==> src/hw/saturn_dec_pkg.sv <==
// saturn decoder shared types
package saturn_dec_pkg;

  // widths
  localparam int ADDR_W   = 20;
  localparam int NIB_W    = 4;
  localparam int IMM_NIBS = 16;
  localparam int IMM_W    = IMM_NIBS * NIB_W;
  localparam int LEN_W    = 5;

  // sequencer state, IMM_FIRST is the nibble after a 2 or a 3
  typedef enum logic [1:0] {
    FIRST     = 2'd0,
    BLOCK0    = 2'd1,
    IMM_FIRST = 2'd2,
    IMM       = 2'd3
  } dec_state_e;

  typedef enum logic [2:0] {
    RTN      = 3'd0,
    SET_MODE = 3'd1,
    ALU      = 3'd2,
    LOAD_P   = 3'd3,
    LOAD_C   = 3'd4,
    JUMP     = 3'd5,
    ERROR    = 3'd6
  } ins_class_e;

  typedef enum logic [3:0] {
    NONE     = 4'd0,
    COPY     = 4'd1,
    EXCH     = 4'd2,
    ZERO     = 4'd3,
    INC      = 4'd4,
    DEC      = 4'd5,
    JMP_REL2 = 4'd6,
    JMP_REL3 = 4'd7
  } alu_op_e;

  typedef struct packed {
    logic [ADDR_W-1:0] pc;
    logic [NIB_W-1:0]  nibble;
  } nib_in_t;

  // push sits in the msb of the flags byte
  typedef struct packed {
    logic push;
    logic pop;
    logic set_xm;
    logic set_carry;
    logic test_carry;
    logic carry_val;
    logic en_intr;
    logic mode_dec;
  } dec_flags_t;

  typedef struct packed {
    dec_state_e       next_state;
    ins_class_e       ins_class;
    alu_op_e          alu_op;
    dec_flags_t       flags;
    logic [LEN_W-1:0] imm_len;
  } first_dec_t;

  // one decoded instruction
  typedef struct packed {
    logic [ADDR_W-1:0] addr;
    ins_class_e        ins_class;
    alu_op_e           alu_op;
    dec_flags_t        flags;
    logic [IMM_W-1:0]  imm;
    logic [LEN_W-1:0]  nib_cnt;
  } ins_rec_t;

endpackage

==> src/hw/block0_decode.sv <==
// 0x block decoder
`timescale 1ns/100ps

module block0_decode
  import saturn_dec_pkg::*;
(
  input  logic [NIB_W-1:0] i_nibble,
  output ins_class_e       o_class,
  output alu_op_e          o_op,
  output dec_flags_t       o_flags
);

  always_comb begin
    o_class = ALU;
    o_op    = NONE;
    o_flags = '0;

    case (i_nibble)
      4'h0, 4'h1, 4'h2, 4'h3, 4'hF: begin
        // RTNSXM RTN RTNSC RTNCC RTI
        o_class           = RTN;
        o_flags.pop       = 1'b1;
        o_flags.set_xm    = (i_nibble == 4'h0);
        o_flags.set_carry = !i_nibble[3] && i_nibble[1];
        o_flags.carry_val = !i_nibble[3] && i_nibble[1] && !i_nibble[0];
        o_flags.en_intr   = i_nibble[3];
      end
      4'h4, 4'h5: begin
        // SETHEX, SETDEC
        o_class          = SET_MODE;
        o_flags.mode_dec = i_nibble[0];
      end
      4'h6, 4'h7: begin
        // RSTK=C pushes, C=RSTK pops
        o_op         = COPY;
        o_flags.push = !i_nibble[0];
        o_flags.pop  = i_nibble[0];
      end
      4'h8: begin
        o_op = ZERO;
      end
      4'h9, 4'hA: begin
        o_op = COPY;
      end
      4'hB: begin
        o_op = EXCH;
      end
      4'hC, 4'hD: begin
        // P=P+1, P=P-1
        o_op = i_nibble[0] ? DEC : INC;
      end
      default: begin
        o_class = ERROR;
      end
    endcase
  end

endmodule

==> src/hw/dec_sequencer.sv <==
// decode sequencer
`timescale 1ns/100ps

module dec_sequencer
  import saturn_dec_pkg::*;
(
  input  logic             i_clk,
  input  logic             i_reset,
  input  logic             i_en_dec,
  input  logic             i_stall,
  input  nib_in_t          i_nib,
  input  first_dec_t       i_first,
  input  ins_class_e       i_blk0_class,
  input  alu_op_e          i_blk0_op,
  input  dec_flags_t       i_blk0_flags,
  input  logic [IMM_W-1:0] i_imm,
  input  logic             i_imm_last,
  output logic             o_imm_start,
  output logic             o_imm_take,
  output logic             o_imm_count,
  output logic [LEN_W-1:0] o_imm_len,
  output ins_rec_t         o_ins,
  output logic             o_ins_valid
);

  dec_state_e        state_q;
  dec_state_e        state_d;
  logic [ADDR_W-1:0] addr_q;
  logic [LEN_W-1:0]  cnt_q;
  ins_class_e        cls_q;
  alu_op_e           op_q;
  dec_flags_t        flags_q;
  logic              consume;
  logic              done;
  ins_rec_t          rec_d;

  // a nibble moves only when enabled and not stalled
  assign consume = i_en_dec && !i_stall;

  // jumps start the collector on the opcode, 3n on its count nibble
  assign o_imm_start = consume &&
                       ((state_q == FIRST && i_first.next_state == IMM) ||
                        (state_q == IMM_FIRST && cls_q == LOAD_C));
  assign o_imm_count = (state_q == IMM_FIRST);
  assign o_imm_len   = i_first.imm_len;
  assign o_imm_take  = consume && (state_q == IMM);

  always_comb begin
    state_d         = state_q;
    done            = 1'b0;
    rec_d.addr      = addr_q;
    rec_d.ins_class = cls_q;
    rec_d.alu_op    = op_q;
    rec_d.flags     = flags_q;
    rec_d.imm       = '0;
    rec_d.nib_cnt   = cnt_q + 1'b1;

    case (state_q)
      FIRST: begin
        // errors end here, everything else moves on
        state_d         = i_first.next_state;
        done            = (i_first.next_state == FIRST);
        rec_d.addr      = i_nib.pc;
        rec_d.ins_class = i_first.ins_class;
        rec_d.alu_op    = i_first.alu_op;
        rec_d.flags     = i_first.flags;
        rec_d.nib_cnt   = LEN_W'(1);
      end
      BLOCK0: begin
        state_d         = FIRST;
        done            = 1'b1;
        rec_d.ins_class = i_blk0_class;
        rec_d.alu_op    = i_blk0_op;
        rec_d.flags     = i_blk0_flags;
      end
      IMM_FIRST: begin
        if (cls_q == LOAD_P) begin
          // P=n carries n itself
          state_d   = FIRST;
          done      = 1'b1;
          rec_d.imm = IMM_W'(i_nib.nibble);
        end else begin
          state_d = IMM;
        end
      end
      IMM: begin
        done      = i_imm_last;
        rec_d.imm = i_imm;
        if (i_imm_last) begin
          state_d = FIRST;
        end
      end
      default: begin
        state_d = FIRST;
      end
    endcase
  end

  // control state
  always_ff @(posedge i_clk) begin
    if (i_reset) begin
      state_q     <= FIRST;
      cnt_q       <= '0;
      o_ins_valid <= 1'b0;
    end else begin
      o_ins_valid <= consume && done;
      if (consume) begin
        state_q <= state_d;
        cnt_q   <= rec_d.nib_cnt;
      end
    end
  end

  // instruction context from the first nibble
  always_ff @(posedge i_clk) begin
    if (consume && state_q == FIRST) begin
      addr_q  <= i_nib.pc;
      cls_q   <= i_first.ins_class;
      op_q    <= i_first.alu_op;
      flags_q <= i_first.flags;
    end
  end

  // record held until the next one completes
  always_ff @(posedge i_clk) begin
    if (consume && done) begin
      o_ins <= rec_d;
    end
  end

endmodule

==> src/hw/first_nibble_decode.sv <==
// first nibble decoder
`timescale 1ns/100ps

module first_nibble_decode
  import saturn_dec_pkg::*;
(
  input  logic [NIB_W-1:0] i_nibble,
  output first_dec_t       o_dec
);

  always_comb begin
    // unhandled first nibbles end as errors
    o_dec.next_state = FIRST;
    o_dec.ins_class  = ERROR;
    o_dec.alu_op     = NONE;
    o_dec.flags      = '0;
    o_dec.imm_len    = '0;

    case (i_nibble)
      4'h0: begin
        // class comes from the second nibble
        o_dec.next_state = BLOCK0;
      end
      4'h2, 4'h3: begin
        // 2n P=n, 3n load constant into C
        o_dec.next_state = IMM_FIRST;
        o_dec.ins_class  = i_nibble[0] ? LOAD_C : LOAD_P;
        o_dec.alu_op     = COPY;
      end
      4'h4, 4'h5: begin
        // 4xy GOC, 5xy GONC
        o_dec.next_state       = IMM;
        o_dec.ins_class        = JUMP;
        o_dec.alu_op           = JMP_REL2;
        o_dec.flags.test_carry = 1'b1;
        o_dec.flags.carry_val  = !i_nibble[0];
        o_dec.imm_len          = LEN_W'(2);
      end
      4'h6, 4'h7: begin
        // 6xxx GOTO, 7xxx GOSUB
        o_dec.next_state = IMM;
        o_dec.ins_class  = JUMP;
        o_dec.alu_op     = JMP_REL3;
        o_dec.flags.push = i_nibble[0];
        o_dec.imm_len    = LEN_W'(3);
      end
      default: begin
        o_dec.next_state = FIRST;
      end
    endcase
  end

endmodule

==> src/hw/imm_collector.sv <==
// immediate nibble collector
`timescale 1ns/100ps

module imm_collector
  import saturn_dec_pkg::*;
(
  input  logic             i_clk,
  input  logic             i_reset,
  input  logic             i_start,
  input  logic             i_take,
  input  logic [LEN_W-1:0] i_len,
  input  logic [NIB_W-1:0] i_nibble,
  input  logic             i_count_mode,
  output logic [IMM_W-1:0] o_imm,
  output logic             o_last
);

  logic [IMM_W-1:0] imm_q;
  logic [LEN_W-1:0] pos_q;
  logic [LEN_W-1:0] len_q;
  logic [IMM_W-1:0] nib_shift;

  // first nibble taken lands in the low bits
  assign nib_shift = IMM_W'(i_nibble) << (pos_q * NIB_W);

  // nibble being taken is already visible in the value
  assign o_imm  = i_take ? (imm_q | nib_shift) : imm_q;
  assign o_last = i_take && ((pos_q + 1'b1) == len_q);

  always_ff @(posedge i_clk) begin
    if (i_reset) begin
      pos_q <= '0;
      len_q <= '0;
    end else if (i_start) begin
      pos_q <= '0;
      // 3n loads n+1 nibbles
      len_q <= i_count_mode ? (LEN_W'(i_nibble) + 1'b1) : i_len;
    end else if (i_take) begin
      pos_q <= pos_q + 1'b1;
    end
  end

  always_ff @(posedge i_clk) begin
    if (i_start) begin
      imm_q <= '0;
    end else if (i_take) begin
      imm_q <= o_imm;
    end
  end

endmodule

==> src/hw/saturn_dec_top.sv <==
// saturn instruction decoder
`timescale 1ns/100ps

module saturn_dec_top
  import saturn_dec_pkg::*;
(
  input  logic     i_clk,
  input  logic     i_reset,
  input  logic     i_en_dec,
  input  logic     i_stall,
  input  nib_in_t  i_nib,
  output ins_rec_t o_ins,
  output logic     o_ins_valid
);

  first_dec_t       first_dec;
  ins_class_e       blk0_class;
  alu_op_e          blk0_op;
  dec_flags_t       blk0_flags;
  logic [IMM_W-1:0] imm;
  logic             imm_last;
  logic             imm_start;
  logic             imm_take;
  logic             imm_count;
  logic [LEN_W-1:0] imm_len;

  dec_sequencer dec_sequencer_inst (
    .i_clk        (i_clk),
    .i_reset      (i_reset),
    .i_en_dec     (i_en_dec),
    .i_stall      (i_stall),
    .i_nib        (i_nib),
    .i_first      (first_dec),
    .i_blk0_class (blk0_class),
    .i_blk0_op    (blk0_op),
    .i_blk0_flags (blk0_flags),
    .i_imm        (imm),
    .i_imm_last   (imm_last),
    .o_imm_start  (imm_start),
    .o_imm_take   (imm_take),
    .o_imm_count  (imm_count),
    .o_imm_len    (imm_len),
    .o_ins        (o_ins),
    .o_ins_valid  (o_ins_valid)
  );

  first_nibble_decode first_nibble_decode_inst (
    .i_nibble (i_nib.nibble),
    .o_dec    (first_dec)
  );

  block0_decode block0_decode_inst (
    .i_nibble (i_nib.nibble),
    .o_class  (blk0_class),
    .o_op     (blk0_op),
    .o_flags  (blk0_flags)
  );

  imm_collector imm_collector_inst (
    .i_clk        (i_clk),
    .i_reset      (i_reset),
    .i_start      (imm_start),
    .i_take       (imm_take),
    .i_len        (imm_len),
    .i_nibble     (i_nib.nibble),
    .i_count_mode (imm_count),
    .o_imm        (imm),
    .o_last       (imm_last)
  );

endmodule

==> config.mk <==
export PLATFORM = sky130hd
export DESIGN_NAME = saturn_dec_top
export DESIGN_NICKNAME = d
export VERILOG_FILES = /design/src/hw/saturn_dec_pkg.sv /design/src/hw/block0_decode.sv /design/src/hw/dec_sequencer.sv /design/src/hw/first_nibble_decode.sv /design/src/hw/imm_collector.sv /design/src/hw/saturn_dec_top.sv
export SDC_FILE = /design/constraint.sdc
export NUM_CORES = 1
export LEC_CHECK = 0
export ABC_AREA = 1
export BUFFER_PORTS_ARGS = -buffer_cell sky130_fd_sc_hd__buf_2
export CORE_UTILIZATION = 60
export CTS_BUF_LIST = sky130_fd_sc_hd__clkbuf_4
export DETAILED_ROUTE_END_ITERATION = 6
export GPL_ROUTABILITY_DRIVEN = 0
export PLACE_DENSITY_LB_ADDON = 0.08
export SLEW_MARGIN = 20
export SYNTH_ARGS = -nofsm -noshare
export SYNTH_HDL_FRONTEND = slang
export SYNTH_SLANG_ARGS = --single-unit
==> constraint.sdc <==
create_clock -name i_clk -period 7.6 [get_ports i_clk]
set_input_delay 0.76 -clock i_clk [delete_from_list [all_inputs] [get_ports i_clk]]
set_output_delay 0.76 -clock i_clk [all_outputs]
set_load 0.02 [all_outputs]
==> metrics.txt, run 1 <==
cell taking the most area after synthesis=edfxtp_1; hold depth=1; Largest delay share family, worst path=buffers and inverters; Synth Area per Inst=10.4 sq um; Ys Warns=0; cts repair resizes=0; crit path buf inv count=4; WP depth=11; CTS Buf Count=51; post-DP HPWL=11500 microns; total die area=0.0140 sq mm; Mapped Cells=784; Syn-to-layout area delta=17.3%; Syn Nets=818; Worst EP required=7.82 ns; Pwr Total=2.36 mW; post-layout util=72.1%; CTS root buffer=clkbuf_4; Sequential cell area=0.00558 sq mm; antenna viol nets, final=0; crit-path max FO=67; number of antenna diodes=0; Slew @ Worst Pin=0.905 ns; first-pass GRT wire length=28100 microns; outcome=finished, final reports clean; Max Transition Viols Final=0; RSZ-0062 raised after global routing=no; post-CTS setup buffers=0; core area=0.0132 sq mm; initial antenna violation count=0; CP endpoint kind=flop; all-layer global routing usage=25.3%; crit-path max cell delay=0.84 ns; commonest non-fill, non-tap cell in the layout=nor2_1; CTS H-tree lvls=2; final worst path period need=3.58 ns; Worst Clk Skew=0.0274 ns; fin nets=972; Yosys cell types=35; fillcell total=1051; Leak Pwr=3.95 nW; Syn Std Cell Area=0.00814 sq mm; Max IR drop VDD=179 uV; Setup TNS=0 ns; register bit total from synthesis=213; Placed Area=0.00888 sq mm; largest net degree at the start of global routing=70; class of the worst hold path=input port to flop; clk buf depth=3; most numerous cell on the critical path=nand2_1; Highest Clock Rate=0.279 GHz; critical path type=flop to flop; CP Launch Type=flop; die width=118 microns; Sink Count=213; clk_lat worst skew=0.61 ns; share of cells above drive strength 1=24.4%; Iter 0 DRT Violations=630; IO Pins=133; multi-input logic area=0.00225 sq mm; DR pass1 iterations=6; DRC Markers=0; cell area after layout=0.00955 sq mm; endpoints failing hold=0; vias in the first global route=5943; area share of the largest cell type after synthesis=48.3%; total number of vias=6129; commonest cells after routing, fill and taps aside=nor2_1 (178), nand2_1 (138), edfxtp_1 (131), buf_2 (131), dfxtp_1 (82); max_cap viols=0; critical path arrival=3.81 ns; Die H=118 microns; Worst Reg-to-Reg Cells=11; CTS tree=yes; critical path, cell by cell=clkinv_1 -> nand2_1 -> nand2_1 -> nand2_1 -> nand2_1 -> inv_1 -> nand3_1 -> nor2_1 -> o21bai_1 -> inv_4 -> buf_4; I/O Buffers=131; headroom to the max-slew limit=39.7%; period utilization=47.2%; hold_buf cts=0; starting density of the core=61.4%; Vias/cell=5.31; clock transition at the registers of the reported paths=0.07 ns; Seq/Total Area, Yosys=68.5%; PD cells=247 mW/mm^2; cell row count=42; Slowest-stage cell, CP=dfxtp_1; count of final setup violators=0; Synth area leaders=edfxtp_1 (48%), dfxtp_1 (20%), nor2_1 (8.3%); Total Wirelength=17400 microns; GR Overflow Total=0; final hold slack=0.343 ns; WL per Instance=15.1 microns
==> report_power, final <==
group / leakage (nW) / internal, mW / switching, mW
registers: 1.93 / 1.27 / 0.0136
clock network: 0.397 / 0.484 / 0.422
logic: 1.62 / 0.0459 / 0.119
total: 3.95 / 1.80 / 0.555
==> metrics by stage <==
step	instances	setup slack [ns]
after floorplan	784	3.14
after global placement	1061	3.77
after detailed placement	1061	3.57
after CTS	1155	4.05
after global routing	1155	3.73
final	1155	4.02
==> synth_stat cells, drive strengths merged <==
cell type and instances:
nor3 16, o221ai 1, o22ai 4, nand4 5
a22oi 1, clkinv 4, dfxtp 82, o311ai 1
nand3b 3, nor2 185, nand3 32, edfxtp 131
a21oi 81, o21bai 1, conb 1, clkbuf 13
o21ai 14, inv 32, xor2 1, ha 6
and2 1, nand2 143, a31oi 1, buf 23
o211ai 2
==> layout make-up <==
cell class / count / share of cell area (%)
Clock inverter: 13 / 0.564
Clock buffer: 81 / 6.37
Sequential cell: 213 / 58.4
Timing Repair Buffer: 137 / 7.34
Tap cell: 176 / 2.31
Inverter: 36 / 1.45
Multi-Input combinational cell: 499 / 23.6
==> layer usage <==
metal / track usage, % / up-vias / routed length, microns
met5: 0 / - / 0
met4: 11.3 / 0 / 410
met3: 6.03 / 27 / 1260
met2: 41.5 / 251 / 8480
met1: 32.0 / 2870 / 7290
li1: - / 2981 / -
==> sequential cells by signal (all words and copies together) (netlist names) <==
signal / cells
dec_sequencer_inst.addr_q: 20
dec_sequencer_inst.cls_q: 3
dec_sequencer_inst.cnt_q: 5
dec_sequencer_inst.flags_q: 3
dec_sequencer_inst.o_ins: 103
dec_sequencer_inst.o_ins_valid: 1
dec_sequencer_inst.op_q: 2
dec_sequencer_inst.state_q: 2
imm_collector_inst.imm_q: 64
imm_collector_inst.len_q: 5
imm_collector_inst.pos_q: 5
==> logic make-up (layout without fill, tap and decap cells) <==
| kind of cell | after synthesis | after routing | synth area share, % |
|---|---|---|---|
| and+or+nand+nor | 385 | 385 | 19.7 |
| DFF | 213 | 213 | 68.5 |
| AOI/OAI and AO/OA | 106 | 106 | 6.81 |
| buffers and inverters | 72 | 267 | 3.92 |
| adders and majority gates | 6 | 6 | 0.923 |
| other | 1 | 1 | 0.0461 |
| xor gates and xnor gates | 1 | 1 | 0.108 |
==> final timing paths <==
check,end,slack [ns],from
setup reg to reg,dec_sequencer_inst.o_ins[28],4.02,imm_collector_inst.pos_q[2]
hold reg to reg,imm_collector_inst.imm_q[7],0.47,imm_collector_inst.imm_q[7]
hold / removal,dec_sequencer_inst.addr_q[5],0.34,i_nib[9]
setup / recovery,dec_sequencer_inst.o_ins[28],4.02,imm_collector_inst.pos_q[2]
No activity file was read; power rests on OpenSTA's default activity.
==> inputs of run 2 (changes only) <==
Settings changed: CORE_UTILIZATION 60 to 58.
Clock period 7.6 ns to 3.3 ns, I/O delays scaled along.
==> run 2 against run 1 <==
Against the previous run: worst hold slack worse by 0.22 ns; count of clock-buffer cells in the layout fell by 7; sequential power increased by 130%; cell area grew 2.7%; combinational power rose to 2.5 times the previous value; sequential cell count unchanged; first-iteration DRC count shrank 16%; utilization is 0.78 points higher; cell count increased by 2.3%; worst setup slack worse by 3.2 ns.
==> metrics.txt, run 2 (synthesized netlist as in run 1, its figures left out) <==
CTS tree=yes; Max IR drop VDD=371 uV; count of final setup violators=0; cts repair resizes=0; cell row count=42; Worst Clk Skew=0.0217 ns; headroom to the max-slew limit=53.1%; critical path arrival=2.77 ns; DRC Markers=0; commonest cells after routing, fill and taps aside=nor2_1 (178), nand2_1 (137), edfxtp_1 (131), buf_2 (131), dfxtp_1 (82); WL per Instance=15.3 microns; final worst path period need=2.53 ns; Syn-to-layout area delta=20.5%; crit-path max FO=33; Worst EP required=3.54 ns; commonest non-fill, non-tap cell in the layout=nor2_1; clock transition at the registers of the reported paths=0.07 ns; clk buf depth=3; outcome=finished, final reports clean; CTS Buf Count=50; Total Wirelength=18100 microns; Vias/cell=5.40; starting density of the core=60.5%; IO Pins=133; core area=0.0135 sq mm; vias in the first global route=6082; fin nets=996; total die area=0.0145 sq mm; antenna viol nets, final=0; Leak Pwr=4.04 nW; largest net degree at the start of global routing=71; Biggest register=dec_sequencer_inst.o_ins; Top Registers=dec_sequencer_inst.o_ins (103), imm_collector_inst.imm_q (64), dec_sequencer_inst.addr_q (20); Highest Clock Rate=0.396 GHz; GR Overflow Total=0; DR pass1 iterations=6; DP Worst Slack=0.604 ns; CP endpoint kind=flop; PD cells=550 mW/mm^2; first-pass GRT wire length=28900 microns; Slew @ Worst Pin=0.704 ns; max_cap viols=0; CTS root buffer=clkbuf_4; CP Launch Type=flop; clk_lat worst skew=0.60 ns; Die H=120 microns; endpoints failing hold=0; setup slack after layout=0.774 ns; final hold slack=0.123 ns; Iter 0 DRT Violations=529; period utilization=76.5%; post-CTS setup buffers=0; Sink Count=213; share of cells above drive strength 1=24.1%; RSZ-0062 raised after global routing=no; die width=120 microns; cell area after layout=0.00980 sq mm; Placed Area=0.00895 sq mm; initial antenna violation count=2; all-layer global routing usage=25.4%; fillcell total=1012; critical path type=flop to flop; Max Transition Viols Final=0; CTS H-tree lvls=2; total number of vias=6379; post-DP HPWL=11900 microns; I/O Buffers=131; class of the worst hold path=input port to flop; hold_buf cts=21; Setup TNS=0 ns; number of flip-flops in the largest register=103
-- run 2: changes by cell type in the layout (fill, tap and decap cells not counted), sizes merged --
cell         delta
diode           +2
dlygate4sd3    +21
clkinv          +5
buf             +4
clkinvlp        +1
clkbuf          -7
-- run 2: report_power, final --
group | switching (mW) | total (mW) | internal (mW)
Clock | 0.972 | 2.01 | 1.04
Combinational | 0.285 | 0.413 | 0.128
Sequential | 0.0327 | 2.96 | 2.93
Total | 1.29 | 5.39 | 4.10
-- run 2: final cells by class --
class	instances	area [sq um]	area share, %
multi-input cells	499	2260	23.1
flip-flops and latches	213	5580	56.9
well taps	176	220	2.25
inverters	36	139	1.42
clock inverters	19	78.8	0.804
clock buffers	74	556	5.67
repair buffers	162	966	9.85
diodes	2	5.00	0.0511
-- run 2: worst paths after layout --
path | endpoint | startpoint | slack [ns] | cells past startpoint
worst max-delay path | dec_sequencer_inst.o_ins[98] | dec_sequencer_inst.state_q[1] | 0.77 | 7
worst min-delay path | dec_sequencer_inst.flags_q[2] | i_nib[0] | 0.12 | 2
worst max register to register | dec_sequencer_inst.o_ins[98] | dec_sequencer_inst.state_q[1] | 0.77 | 7
worst min register to register | imm_collector_inst.imm_q[37] | imm_collector_inst.imm_q[37] | 0.47 | 2
-- run 2: critical path: stages (launching register included) --
cell and delay (ns):
dfxtp_1 0.61, inv_1 0.16, nor2_1 0.40, nand2_1 0.27
nand2_1 0.13, o21bai_2 0.10, clkinvlp_4 0.10, buf_4 0.37
-- run 2: layer usage --
metal / vias up / global-route usage, % / share of wire [%]
met5: - / 0 / 0
met3: 50 / 4.43 / 6.4
met2: 280 / 43.3 / 50
met1: 3021 / 31.8 / 41
met4: 0 / 11.3 / 2.6
li1: 3028 / - / -
-- run 2: stage by stage --
stage	power (mW)	std cells	utilization (%)
6_report	5.39	1181	72.9
2_1_floorplan	3.28	784	-
5_1_grt	5.62	1181	72.9
4_1_cts	5.44	1179	72.8
3_3_place_gp	3.40	1065	66.6
3_5_place_dp	3.41	1065	66.6
